==> src/common/slide_defines.svh <==
// Default image size, debounce timing, settle delay and touch gesture codes
`ifndef SLIDE_DEFINES_SVH
`define SLIDE_DEFINES_SVH

// ====================
// Image geometry
// ====================

// 800 x 480 pixels, one 32-bit word each
`define SLIDE_PIX_PER_IMG 384000

// ====================
// Gesture debounce
// ====================

// Delay from gesture to slide pulse, 0.2 s at 33 MHz
`define SLIDE_PULSE_DLY 6600000

// Rearm time after a gesture, 0.5 s at 33 MHz
`define SLIDE_HOLDOFF 16500000

// ====================
// Loading flag
// ====================

// Cycles between loading complete and loading low
`define SLIDE_LOAD_SETTLE 50

// Touch controller gesture codes
`define SLIDE_GESTURE_WEST 8'h1C
`define SLIDE_GESTURE_EAST 8'h14

`endif

==> src/common/slide_pkg.sv <==
// Slideshow types for pixels, image indices, counts and frame addresses
package slide_pkg;

	// ====================
	// Widths
	// ====================

	localparam int PIXEL_W      = 24;
	localparam int IMG_IDX_W    = 5;
	localparam int IMG_CNT_W    = 8;
	localparam int PIX_CNT_W    = 32;
	localparam int FRAME_ADDR_W = 24;

	// ====================
	// Types
	// ====================

	// Red in [23:16], green in [15:8], blue in [7:0]
	typedef logic [PIXEL_W-1:0] pixel_t;

	// Index of the image on screen, up to 32 images
	typedef logic [IMG_IDX_W-1:0] img_idx_t;

	// Image count, first byte of the SPI stream
	typedef logic [IMG_CNT_W-1:0] img_cnt_t;

	// Stored pixel counter over all images
	typedef logic [PIX_CNT_W-1:0] pix_cnt_t;

	// Pixel word address on the read side
	typedef logic [FRAME_ADDR_W-1:0] frame_addr_t;

endpackage

==> src/common/wb_pkg.sv <==
// Wishbone address, data and byte select types
package wb_pkg;

	localparam int WB_ADR_W = 24;
	localparam int WB_DAT_W = 32;
	localparam int WB_SEL_W = WB_DAT_W / 8;

	// Word address, one pixel per word
	typedef logic [WB_ADR_W-1:0] wb_adr_t;

	// Write data, zero byte above the pixel
	typedef logic [WB_DAT_W-1:0] wb_dat_t;

	// One select bit per byte lane
	typedef logic [WB_SEL_W-1:0] wb_sel_t;

endpackage

==> src/sequencer/gesture_debounce.sv <==
// Delayed single pulse with holdoff for one touch gesture code
`timescale 1ns/1ps
`include "slide_defines.svh"

module gesture_debounce #(
	parameter logic [7:0] GESTURE_CODE = `SLIDE_GESTURE_WEST,
	parameter int         PULSE_DLY    = `SLIDE_PULSE_DLY,
	parameter int         HOLDOFF      = `SLIDE_HOLDOFF
) (
	input  logic       CLOCK_33,
	input  logic       iRSTN,
	input  logic       touch_ready,
	input  logic [7:0] touch_gesture,
	output logic       pulse
);

	localparam int CNT_W = $clog2(HOLDOFF + 1);

	logic             trigger;
	logic             active;
	logic [CNT_W-1:0] cnt;

	// Ready strobe with our own gesture code
	assign trigger = touch_ready && (touch_gesture == GESTURE_CODE);

	// Count holds k in the k-th cycle after the trigger
	always_ff @(posedge CLOCK_33 or negedge iRSTN) begin
		if (!iRSTN) begin
			active <= 1'b0;
			cnt    <= '0;
		end else if (!active) begin
			if (trigger) begin
				active <= 1'b1;
				cnt    <= CNT_W'(1);
			end
		end else if (cnt == CNT_W'(HOLDOFF)) begin
			// Rearm, one swipe never skips two slides
			active <= 1'b0;
			cnt    <= '0;
		end else begin
			cnt <= cnt + CNT_W'(1);
		end
	end

	assign pulse = active && (cnt == CNT_W'(PULSE_DLY));

endmodule

==> src/sequencer/slide_sequencer.sv <==
// Stored pixel counter, loading flag and current image selection from swipes
`timescale 1ns/1ps
`include "slide_defines.svh"

module slide_sequencer import slide_pkg::*; #(
	parameter int PIX_PER_IMG = `SLIDE_PIX_PER_IMG,
	parameter int PULSE_DLY   = `SLIDE_PULSE_DLY,
	parameter int HOLDOFF     = `SLIDE_HOLDOFF
) (
	input  logic       CLOCK_33,
	input  logic       iRSTN,
	input  img_cnt_t   img_num,
	input  logic       pix_stored,
	input  logic       touch_ready,
	input  logic [7:0] touch_gesture,
	output logic       loading,
	output img_idx_t   current_img
);

	localparam int SETTLE_W = $clog2(`SLIDE_LOAD_SETTLE + 1);

	pix_cnt_t            pix_cnt;
	pix_cnt_t            pix_total;
	logic                loaded;
	logic [SETTLE_W-1:0] settle_cnt;
	logic                settle_done;
	img_idx_t            img_last;
	logic                pulse_w, pulse_e;

	// One debouncer per swipe direction
	gesture_debounce #(
		.GESTURE_CODE (`SLIDE_GESTURE_WEST),
		.PULSE_DLY    (PULSE_DLY),
		.HOLDOFF      (HOLDOFF)
	) west_i (
		.CLOCK_33      (CLOCK_33),
		.iRSTN         (iRSTN),
		.touch_ready   (touch_ready),
		.touch_gesture (touch_gesture),
		.pulse         (pulse_w)
	);

	gesture_debounce #(
		.GESTURE_CODE (`SLIDE_GESTURE_EAST),
		.PULSE_DLY    (PULSE_DLY),
		.HOLDOFF      (HOLDOFF)
	) east_i (
		.CLOCK_33      (CLOCK_33),
		.iRSTN         (iRSTN),
		.touch_ready   (touch_ready),
		.touch_gesture (touch_gesture),
		.pulse         (pulse_e)
	);

	// ====================
	// Load progress
	// ====================

	assign pix_total   = pix_cnt_t'(img_num) * pix_cnt_t'(PIX_PER_IMG);
	assign loaded      = (img_num != '0) && (pix_cnt == pix_total);
	assign settle_done = (settle_cnt == SETTLE_W'(`SLIDE_LOAD_SETTLE));
	assign img_last    = img_idx_t'(img_num) - img_idx_t'(1);

	always_ff @(posedge CLOCK_33 or negedge iRSTN) begin
		if (!iRSTN) begin
			pix_cnt    <= '0;
			settle_cnt <= '0;
			loading    <= 1'b0;
		end else begin
			if (pix_stored)
				pix_cnt <= pix_cnt + pix_cnt_t'(1);
			// Settle delay before handing the screen to the display
			if (loaded && !settle_done)
				settle_cnt <= settle_cnt + SETTLE_W'(1);
			if (loaded && settle_done)
				loading <= 1'b0;
			else if (pix_stored)
				loading <= 1'b1;
		end
	end

	// ====================
	// Image selection
	// ====================

	// East steps back, west steps forward, both wrap
	always_ff @(posedge CLOCK_33 or negedge iRSTN) begin
		if (!iRSTN) begin
			current_img <= '0;
		end else if (loaded) begin
			if (pulse_e)
				current_img <= (current_img == '0) ? img_last : current_img - img_idx_t'(1);
			else if (pulse_w)
				current_img <= (current_img == img_last) ? '0 : current_img + img_idx_t'(1);
		end
	end

endmodule

==> src/spi_rx/spi_pixel_decoder.sv <==
// SPI slave byte receiver with image count and RGB pixel assembly
`timescale 1ns/1ps

module spi_pixel_decoder import slide_pkg::*; (
	input  logic     CLOCK_33,
	input  logic     iRSTN,
	input  logic     spi_sclk,
	input  logic     spi_cs_n,
	input  logic     spi_mosi,
	output img_cnt_t img_num,
	output pixel_t   pixel,
	output logic     pixel_valid
);

	// Byte phase within a transfer
	localparam logic [1:0] PH_COUNT = 2'd0;
	localparam logic [1:0] PH_RED   = 2'd1;
	localparam logic [1:0] PH_GREEN = 2'd2;
	localparam logic [1:0] PH_BLUE  = 2'd3;

	logic       sclk_s1, sclk_s2, sclk_s3;
	logic       cs_s1, cs_s2;
	logic       mosi_s1, mosi_s2;
	logic       sclk_rise;
	logic [6:0] shift;
	logic [2:0] bit_cnt;
	logic [1:0] phase;
	logic       byte_done;
	logic [7:0] rx_byte;

	// ====================
	// Pin synchronizers
	// ====================

	// MOSI goes through the same depth so it lines up with the sclk edge
	always_ff @(posedge CLOCK_33 or negedge iRSTN) begin
		if (!iRSTN) begin
			sclk_s1 <= 1'b0;
			sclk_s2 <= 1'b0;
			sclk_s3 <= 1'b0;
			cs_s1   <= 1'b1;
			cs_s2   <= 1'b1;
			mosi_s1 <= 1'b0;
			mosi_s2 <= 1'b0;
		end else begin
			sclk_s1 <= spi_sclk;
			sclk_s2 <= sclk_s1;
			sclk_s3 <= sclk_s2;
			cs_s1   <= spi_cs_n;
			cs_s2   <= cs_s1;
			mosi_s1 <= spi_mosi;
			mosi_s2 <= mosi_s1;
		end
	end

	// Mode 0, sample on rising sclk
	assign sclk_rise = sclk_s2 && !sclk_s3;

	// Eighth bit closes the byte
	assign byte_done = sclk_rise && !cs_s2 && (bit_cnt == 3'd7);
	assign rx_byte   = {shift, mosi_s2};

	// ====================
	// Bit and byte phase
	// ====================

	always_ff @(posedge CLOCK_33 or negedge iRSTN) begin
		if (!iRSTN) begin
			bit_cnt     <= '0;
			phase       <= PH_COUNT;
			img_num     <= '0;
			pixel_valid <= 1'b0;
		end else begin
			pixel_valid <= byte_done && (phase == PH_BLUE);
			if (cs_s2) begin
				// Deselected, next transfer starts with the count
				bit_cnt <= '0;
				phase   <= PH_COUNT;
			end else if (sclk_rise) begin
				bit_cnt <= bit_cnt + 3'd1;
				if (byte_done) begin
					if (phase == PH_COUNT)
						img_num <= rx_byte;
					// After blue go back to red, never to the count
					phase <= (phase == PH_BLUE) ? PH_RED : phase + 2'd1;
				end
			end
		end
	end

	// ====================
	// Data shift and pixel fields
	// ====================

	always_ff @(posedge CLOCK_33) begin
		if (sclk_rise && !cs_s2)
			shift <= rx_byte[6:0];
		if (byte_done) begin
			case (phase)
				PH_RED:   pixel[23:16] <= rx_byte;
				PH_GREEN: pixel[15:8]  <= rx_byte;
				PH_BLUE:  pixel[7:0]   <= rx_byte;
				default:  ;
			endcase
		end
	end

endmodule

==> src/frame_addr_gen.sv <==
// Read window and read reload strobe for the display side
`timescale 1ns/1ps
`include "slide_defines.svh"

module frame_addr_gen import slide_pkg::*; #(
	parameter int PIX_PER_IMG = `SLIDE_PIX_PER_IMG
) (
	input  logic        CLOCK_33,
	input  logic        iRSTN,
	input  img_idx_t    current_img,
	input  logic        end_frame,
	input  logic        new_frame,
	output frame_addr_t base_addr,
	output frame_addr_t limit_addr,
	output logic        read_load
);

	frame_addr_t next_base;

	// First word of the selected image
	assign next_base = frame_addr_t'(current_img) * frame_addr_t'(PIX_PER_IMG);

	// Window only moves between frames
	always_ff @(posedge CLOCK_33 or negedge iRSTN) begin
		if (!iRSTN) begin
			base_addr  <= '0;
			limit_addr <= frame_addr_t'(PIX_PER_IMG);
			read_load  <= 1'b0;
		end else begin
			if (end_frame) begin
				base_addr  <= next_base;
				limit_addr <= next_base + frame_addr_t'(PIX_PER_IMG);
			end
			read_load <= new_frame;
		end
	end

endmodule

==> src/pixel_wb_writer.sv <==
// Wishbone classic write master with one pixel holding register
`timescale 1ns/1ps

module pixel_wb_writer import slide_pkg::*, wb_pkg::*; (
	input  logic    CLOCK_33,
	input  logic    iRSTN,
	input  pixel_t  pixel,
	input  logic    pixel_valid,
	input  logic    wb_ack,
	output logic    wb_cyc,
	output logic    wb_stb,
	output logic    wb_we,
	output wb_adr_t wb_adr,
	output wb_dat_t wb_wdat,
	output wb_sel_t wb_sel,
	output logic    pix_stored,
	output logic    overflow
);

	wb_adr_t wr_idx;
	pixel_t  hold_pix;
	logic    hold_full;
	logic    start_hold;
	logic    start_new;
	logic    to_hold;
	logic    drop;

	// ====================
	// Issue decisions
	// ====================

	// Held pixel has priority over a fresh one
	assign start_hold = !wb_cyc && hold_full;
	assign start_new  = !wb_cyc && !hold_full && pixel_valid;
	assign to_hold    = pixel_valid && (wb_cyc ? !hold_full : hold_full);
	assign drop       = pixel_valid && wb_cyc && hold_full;

	always_ff @(posedge CLOCK_33 or negedge iRSTN) begin
		if (!iRSTN) begin
			wb_cyc    <= 1'b0;
			hold_full <= 1'b0;
			overflow  <= 1'b0;
			wr_idx    <= '0;
		end else begin
			if (wb_cyc && wb_ack) begin
				// Drop the cycle right after the ack
				wb_cyc <= 1'b0;
				wr_idx <= wr_idx + wb_adr_t'(1);
			end else if (start_hold || start_new) begin
				wb_cyc <= 1'b1;
			end
			if (to_hold)
				hold_full <= 1'b1;
			else if (start_hold)
				hold_full <= 1'b0;
			// Sticky until reset
			if (drop)
				overflow <= 1'b1;
		end
	end

	// Payload, stable for the whole bus cycle
	always_ff @(posedge CLOCK_33) begin
		if (start_hold)
			wb_wdat <= {8'h00, hold_pix};
		else if (start_new)
			wb_wdat <= {8'h00, pixel};
		if (to_hold)
			hold_pix <= pixel;
	end

	// ====================
	// Bus outputs
	// ====================

	assign wb_stb     = wb_cyc;
	assign wb_we      = wb_cyc;
	assign wb_sel     = '1;
	assign wb_adr     = wr_idx;
	assign pix_stored = wb_cyc && wb_ack;

endmodule

==> src/slideshow_top.sv <==
// Slideshow top level with SPI decoder, Wishbone writer, sequencer and address generator
`timescale 1ns/1ps
`include "slide_defines.svh"

module slideshow_top import slide_pkg::*, wb_pkg::*; #(
	parameter int PIX_PER_IMG = `SLIDE_PIX_PER_IMG,
	parameter int PULSE_DLY   = `SLIDE_PULSE_DLY,
	parameter int HOLDOFF     = `SLIDE_HOLDOFF
) (
	input  logic        CLOCK_33,
	input  logic        iRSTN,
	// SPI from the host board
	input  logic        spi_sclk,
	input  logic        spi_cs_n,
	input  logic        spi_mosi,
	// Touch controller results
	input  logic        touch_ready,
	input  logic [7:0]  touch_gesture,
	// Display timing strobes
	input  logic        end_frame,
	input  logic        new_frame,
	// Wishbone master to frame memory
	input  logic        wb_ack,
	output logic        wb_cyc,
	output logic        wb_stb,
	output logic        wb_we,
	output wb_adr_t     wb_adr,
	output wb_dat_t     wb_wdat,
	output wb_sel_t     wb_sel,
	// Read window for the display side
	output frame_addr_t base_addr,
	output frame_addr_t limit_addr,
	output logic        read_load,
	// Status
	output logic        loading,
	output img_idx_t    current_img,
	output logic        overflow
);

	img_cnt_t img_num;
	pixel_t   pixel;
	logic     pixel_valid;
	logic     pix_stored;

	// ====================
	// Load path
	// ====================

	spi_pixel_decoder decoder_i (
		.CLOCK_33    (CLOCK_33),
		.iRSTN       (iRSTN),
		.spi_sclk    (spi_sclk),
		.spi_cs_n    (spi_cs_n),
		.spi_mosi    (spi_mosi),
		.img_num     (img_num),
		.pixel       (pixel),
		.pixel_valid (pixel_valid)
	);

	pixel_wb_writer writer_i (
		.CLOCK_33    (CLOCK_33),
		.iRSTN       (iRSTN),
		.pixel       (pixel),
		.pixel_valid (pixel_valid),
		.wb_ack      (wb_ack),
		.wb_cyc      (wb_cyc),
		.wb_stb      (wb_stb),
		.wb_we       (wb_we),
		.wb_adr      (wb_adr),
		.wb_wdat     (wb_wdat),
		.wb_sel      (wb_sel),
		.pix_stored  (pix_stored),
		.overflow    (overflow)
	);

	// ====================
	// Selection and display
	// ====================

	slide_sequencer #(
		.PIX_PER_IMG (PIX_PER_IMG),
		.PULSE_DLY   (PULSE_DLY),
		.HOLDOFF     (HOLDOFF)
	) sequencer_i (
		.CLOCK_33      (CLOCK_33),
		.iRSTN         (iRSTN),
		.img_num       (img_num),
		.pix_stored    (pix_stored),
		.touch_ready   (touch_ready),
		.touch_gesture (touch_gesture),
		.loading       (loading),
		.current_img   (current_img)
	);

	frame_addr_gen #(
		.PIX_PER_IMG (PIX_PER_IMG)
	) addr_gen_i (
		.CLOCK_33    (CLOCK_33),
		.iRSTN       (iRSTN),
		.current_img (current_img),
		.end_frame   (end_frame),
		.new_frame   (new_frame),
		.base_addr   (base_addr),
		.limit_addr  (limit_addr),
		.read_load   (read_load)
	);

endmodule

==> config.mk <==
export PLATFORM = sky130hd
export DESIGN_NAME = slideshow_top
export DESIGN_NICKNAME = d
export VERILOG_FILES = /design/src/common/slide_pkg.sv /design/src/common/wb_pkg.sv /design/src/sequencer/gesture_debounce.sv /design/src/sequencer/slide_sequencer.sv /design/src/spi_rx/spi_pixel_decoder.sv /design/src/frame_addr_gen.sv /design/src/pixel_wb_writer.sv /design/src/slideshow_top.sv
export VERILOG_INCLUDE_DIRS = /design/src /design/src/common
export SDC_FILE = /design/constraint.sdc
export NUM_CORES = 1
export LEC_CHECK = 0
export ABC_AREA = 0
export BUFFER_PORTS_ARGS = -buffer_cell sky130_fd_sc_hd__buf_2
export CORE_MARGIN = 3
export CORE_UTILIZATION = 45
export CTS_BUF_LIST = sky130_fd_sc_hd__clkbuf_16
export CTS_CLUSTER_SIZE = 16
export DETAILED_ROUTE_END_ITERATION = 12
export MAX_ROUTING_LAYER = met4
export PLACE_DENSITY_LB_ADDON = 0.08
export RECOVER_POWER = 50
export REMOVE_ABC_BUFFERS = 1
export SETUP_SLACK_MARGIN = 0.4
export SKIP_LAST_GASP = 1
export SYNTH_ARGS = -nofsm -noshare
export SYNTH_HDL_FRONTEND = slang
export SYNTH_HIERARCHICAL = 1
export SYNTH_SLANG_ARGS = --single-unit
==> constraint.sdc <==
create_clock -name CLOCK_33 -period 11.35 [get_ports CLOCK_33]
set_clock_uncertainty 0.1 [all_clocks]
set_input_delay 2.8375 -clock CLOCK_33 [delete_from_list [all_inputs] [get_ports CLOCK_33]]
set_output_delay 2.8375 -clock CLOCK_33 [all_outputs]
set_load 0.05 [all_outputs]
==> results by group <==
Status
  – Status: finished, violations left
  – Failing checks: max-capacitance violations, max-slew violations

Worst setup path
  – Worst path required time: 11.15 ns
  – Crit-path cells: clkbuf_1 > clkbuf_1
  – Worst path bufs/invs: 2
  – Reg2reg start: decoder_i/img_num[2]$_DFFE_PN0P_
  – Slowest stage delay, CP: 2.42 ns
  – Type of destination of the critical path: async pin
  – Slowest CP cell: clkbuf_1
  – Crit start category: input port
  – Crit path DAT: 7.03 ns
  – CP top delay family: buffers and inverters
  – Most used cell, CP: clkbuf_1
  – CP max FO: 60
  – CP startpoint: iRSTN
  – Critical path type: in -> async

Synth
  – FF+latch count, synth: 250
  – Post-synth top flop: dfrtp_1
  – Mapped Cells: 1339
  – Yosys warning total: 6
  – Synth area leaders: dfrtp_1 27%, edfxtp_1 16%, ha_1 7.8%
  – Cell type with the largest total area after synthesis: dfrtp_1
  – Mean post-synth cell area: 11.1 um2
  – Yosys top cell area share: 27.2%
  – Yosys cell types: 98
  – Cell area after synthesis: 14900 um2
  – Post-synthesis sequential area ratio: 44.8%
  – Synth async-reset ratio: 68.4%
  – EDFF count, synth: 79

Die
  – I/O pin count: 136
  – Initial Util: 46.5%
  – Vert. Die Dim: 188 um
  – Row Count: 65
  – Die X: 188 um
  – Core area: 32000 um2
  – Die area: 35300 um2

Global route
  – Gr usage total: 17.8%
  – First-pass GRT wire length: 51100 um
  – Largest net degree at the start of global routing: 71
  – Remaining Overflow, GRT: 0
  – Vias in the first global route: 9885
  – Initial antenna violation count: 0

Cells and area
  – Most common cell after layout, fill and taps aside: dfrtp_1
  – Fin area: 16400 um2
  – P&R area growth vs syn: 10.3%
  – Nets@finish: 1575
  – Antenna diode count: 0
  – Most frequent cells in the layout: 162 x dfrtp_1, 105 x inv_1, 101 x buf_2, 93 x ha_1, 90 x nand2_1
  – Share of layout cells above drive strength 1: 17.5%

Power
  – Pwr Density: 138 nW/um2
  – Switching Share: 28.9%
  – Psw: 0.000656 W
  – Int Power: 0.00161 W
  – Combinational share of power: 12.1%
  – Total power: 0.00227 W
  – Cell leakage power: 7.52 nW
  – Peak supply drop: 0.114 mV
  – Clock power share: 37.8%
  – Seq pwr share: 50.2%

CTS
  – Post_cts resized: 0
  – Clock root buffer: clkbuf_16
  – Clock transition at the registers of the reported paths: 0.06 ns
  – # Post-CTS Setup Buffers: 0
  – CTS Sinks: 250
  – CTS Buffer Depth: 3
  – H-tree levels: 1
  – Clock latency on the worst-skew pair: 0.54 ns
  – # hold bufs at CTS: 0
  – CTS tree: done
  – Inserted Clock Buffers: 28

Placement
  – Routability cong.: 0.884
  – Placed wire-length estimate: 21800 um
  – Placed instance area: 15600 um2
  – Post-Place Setup Slack: 6.14 ns
  – Port bufs: 103

Route
  – Total number of vias: 9985
  – Vias per inst: 5.29
  – Post-DR wirelength/cell: 15.7 um
  – Total wire length: 29700 um
  – Post-route ant nets: 0
  – Detailed-route DRC error count: 0
  – Detailed Routing Iterations Pass 1: 4
  – Drt initial violations: 501

Timing
  – Unrepaired setup endpoints after global routing: false
  – Pins Over Slew Limit: 169
  – Final period util: 63.7%
  – Setup ws final: 4.12 ns
  – Worst slew pin tran: 3.30 ns
  – Setup tns final: 0 ns
  – Fmax: 0.138 GHz
  – Final min period: 7.23 ns
  – Slew headroom: -120%
  – Final Hold Fails: 0
  – Setup violators final: 0

Min path
  – Min-Delay Startpoint: decoder_i/sclk_s1$_DFF_PN0_
  – Class of the worst hold path: reg -> reg

Run
  – Max Cap Viol: 4
[sequential cells by signal, summed over array words and instances, names as in the netlist, 7 cells and up]
signal,count
sequencer_i/pix_cnt,32
decoder_i/pixel,24
sequencer_i/east_i/cnt,24
sequencer_i/west_i/cnt,24
writer_i/hold_pix,24
writer_i/wb_adr,24
writer_i/wb_wdat,24
addr_gen_i/base_addr,14
addr_gen_i/limit_addr,14
decoder_i/img_num,8
decoder_i/shift,7
[cell families after synthesis]
kind of cell / Yosys count / share of synthesized area [%]
buffers and inverters: 175 / 6.03
flip-flops: 250 / 44.8
AO/OA/AOI/OAI: 200 / 9.22
multiplexers: 65 / 4.80
other: 3 / 0.0756
XOR/XNOR: 117 / 7.11
AND/OR/NAND/NOR: 403 / 15.8
adder cells (fa/ha/maj): 126 / 12.3
[through the flow]
stage          hold slack (ns)  utilization, %  std cells
6_report                 0.249            51.2       1888
5_1_grt                  0.262            51.2       1888
4_1_cts                  0.252            51.4       1888
3_5_place_dp             0.238            48.6       1837
3_3_place_gp             0.236            48.6       1837
2_1_floorplan            0.231               -       1293
[power by group through the flow]
stage | Sequential (W) | Combinational, W | Clock, W
6_report | 0.00114 | 0.000273 | 0.000857
5_1_grt | 0.00116 | 0.000308 | 0.000929
4_1_cts | 0.00114 | 0.000279 | 0.000891
3_5_place_dp | 0.00115 | 0.000279 | 0
3_3_place_gp | 0.00115 | 0.000273 | 0
2_1_floorplan | 0.00114 | 0.000181 | 0
[final timing paths]
kind                                                    endpoint  cells past startpoint  slack, ns
max                                  decoder_i/sclk_s3$_DFF_PN0_                      2       4.12
min                                  decoder_i/sclk_s2$_DFF_PN0_                      0       0.25
max reg2reg                sequencer_i/settle_cnt[1]$_DFFE_PN0P_                     15       6.10
min reg2reg                          decoder_i/sclk_s2$_DFF_PN0_                      0       0.25
max in group CLOCK_33      sequencer_i/settle_cnt[1]$_DFFE_PN0P_                     15       6.10
min in group asynchronous  sequencer_i/east_i/cnt[0]$_DFFE_PN0P_                      1       2.94
[routing by layer]
layer	track usage [%]	vias up	wire length, um
li1	-	4893	-
met1	24.8	4895	14100
met2	28.1	158	14000
met3	2.24	39	1070
met4	3.75	0	554
met5	-	-	0
[cells in the mapped netlist (6+ instances only)]
cell / number
nor4_1: 7
inv_1: 100
a31oi_1: 32
dfrtp_1: 162
a21oi_1: 42
and3_1: 23
nor2_1: 65
clkbuf_1: 14
nand4_1: 34
buf_2: 8
mux2_2: 51
buf_6: 9
o21ai_0: 34
nand3_1: 52
edfxtp_1: 79
and4_1: 10
xnor2_1: 74
nor4b_1: 6
dfstp_2: 9
buf_4: 40
and2_1: 8
nand2b_1: 10
nor3_1: 24
nand2_1: 89
ha_1: 93
fa_1: 33
a21o_1: 17
xor2_1: 40
mux2i_1: 14
nor2b_1: 7
a211oi_1: 7
[cell type report]
class / count / area (um2)
Tap cell: 435 / 544
Fill cell: 2907 / 15600
Clock buffer: 29 / 726
Timing Repair Buffer: 109 / 547
Multi-Input combinational cell: 943 / 7410
Sequential cell: 250 / 6660
Clock inverter: 22 / 146
Inverter: 100 / 375
Note: power is estimated with default switching activity, not from simulation.
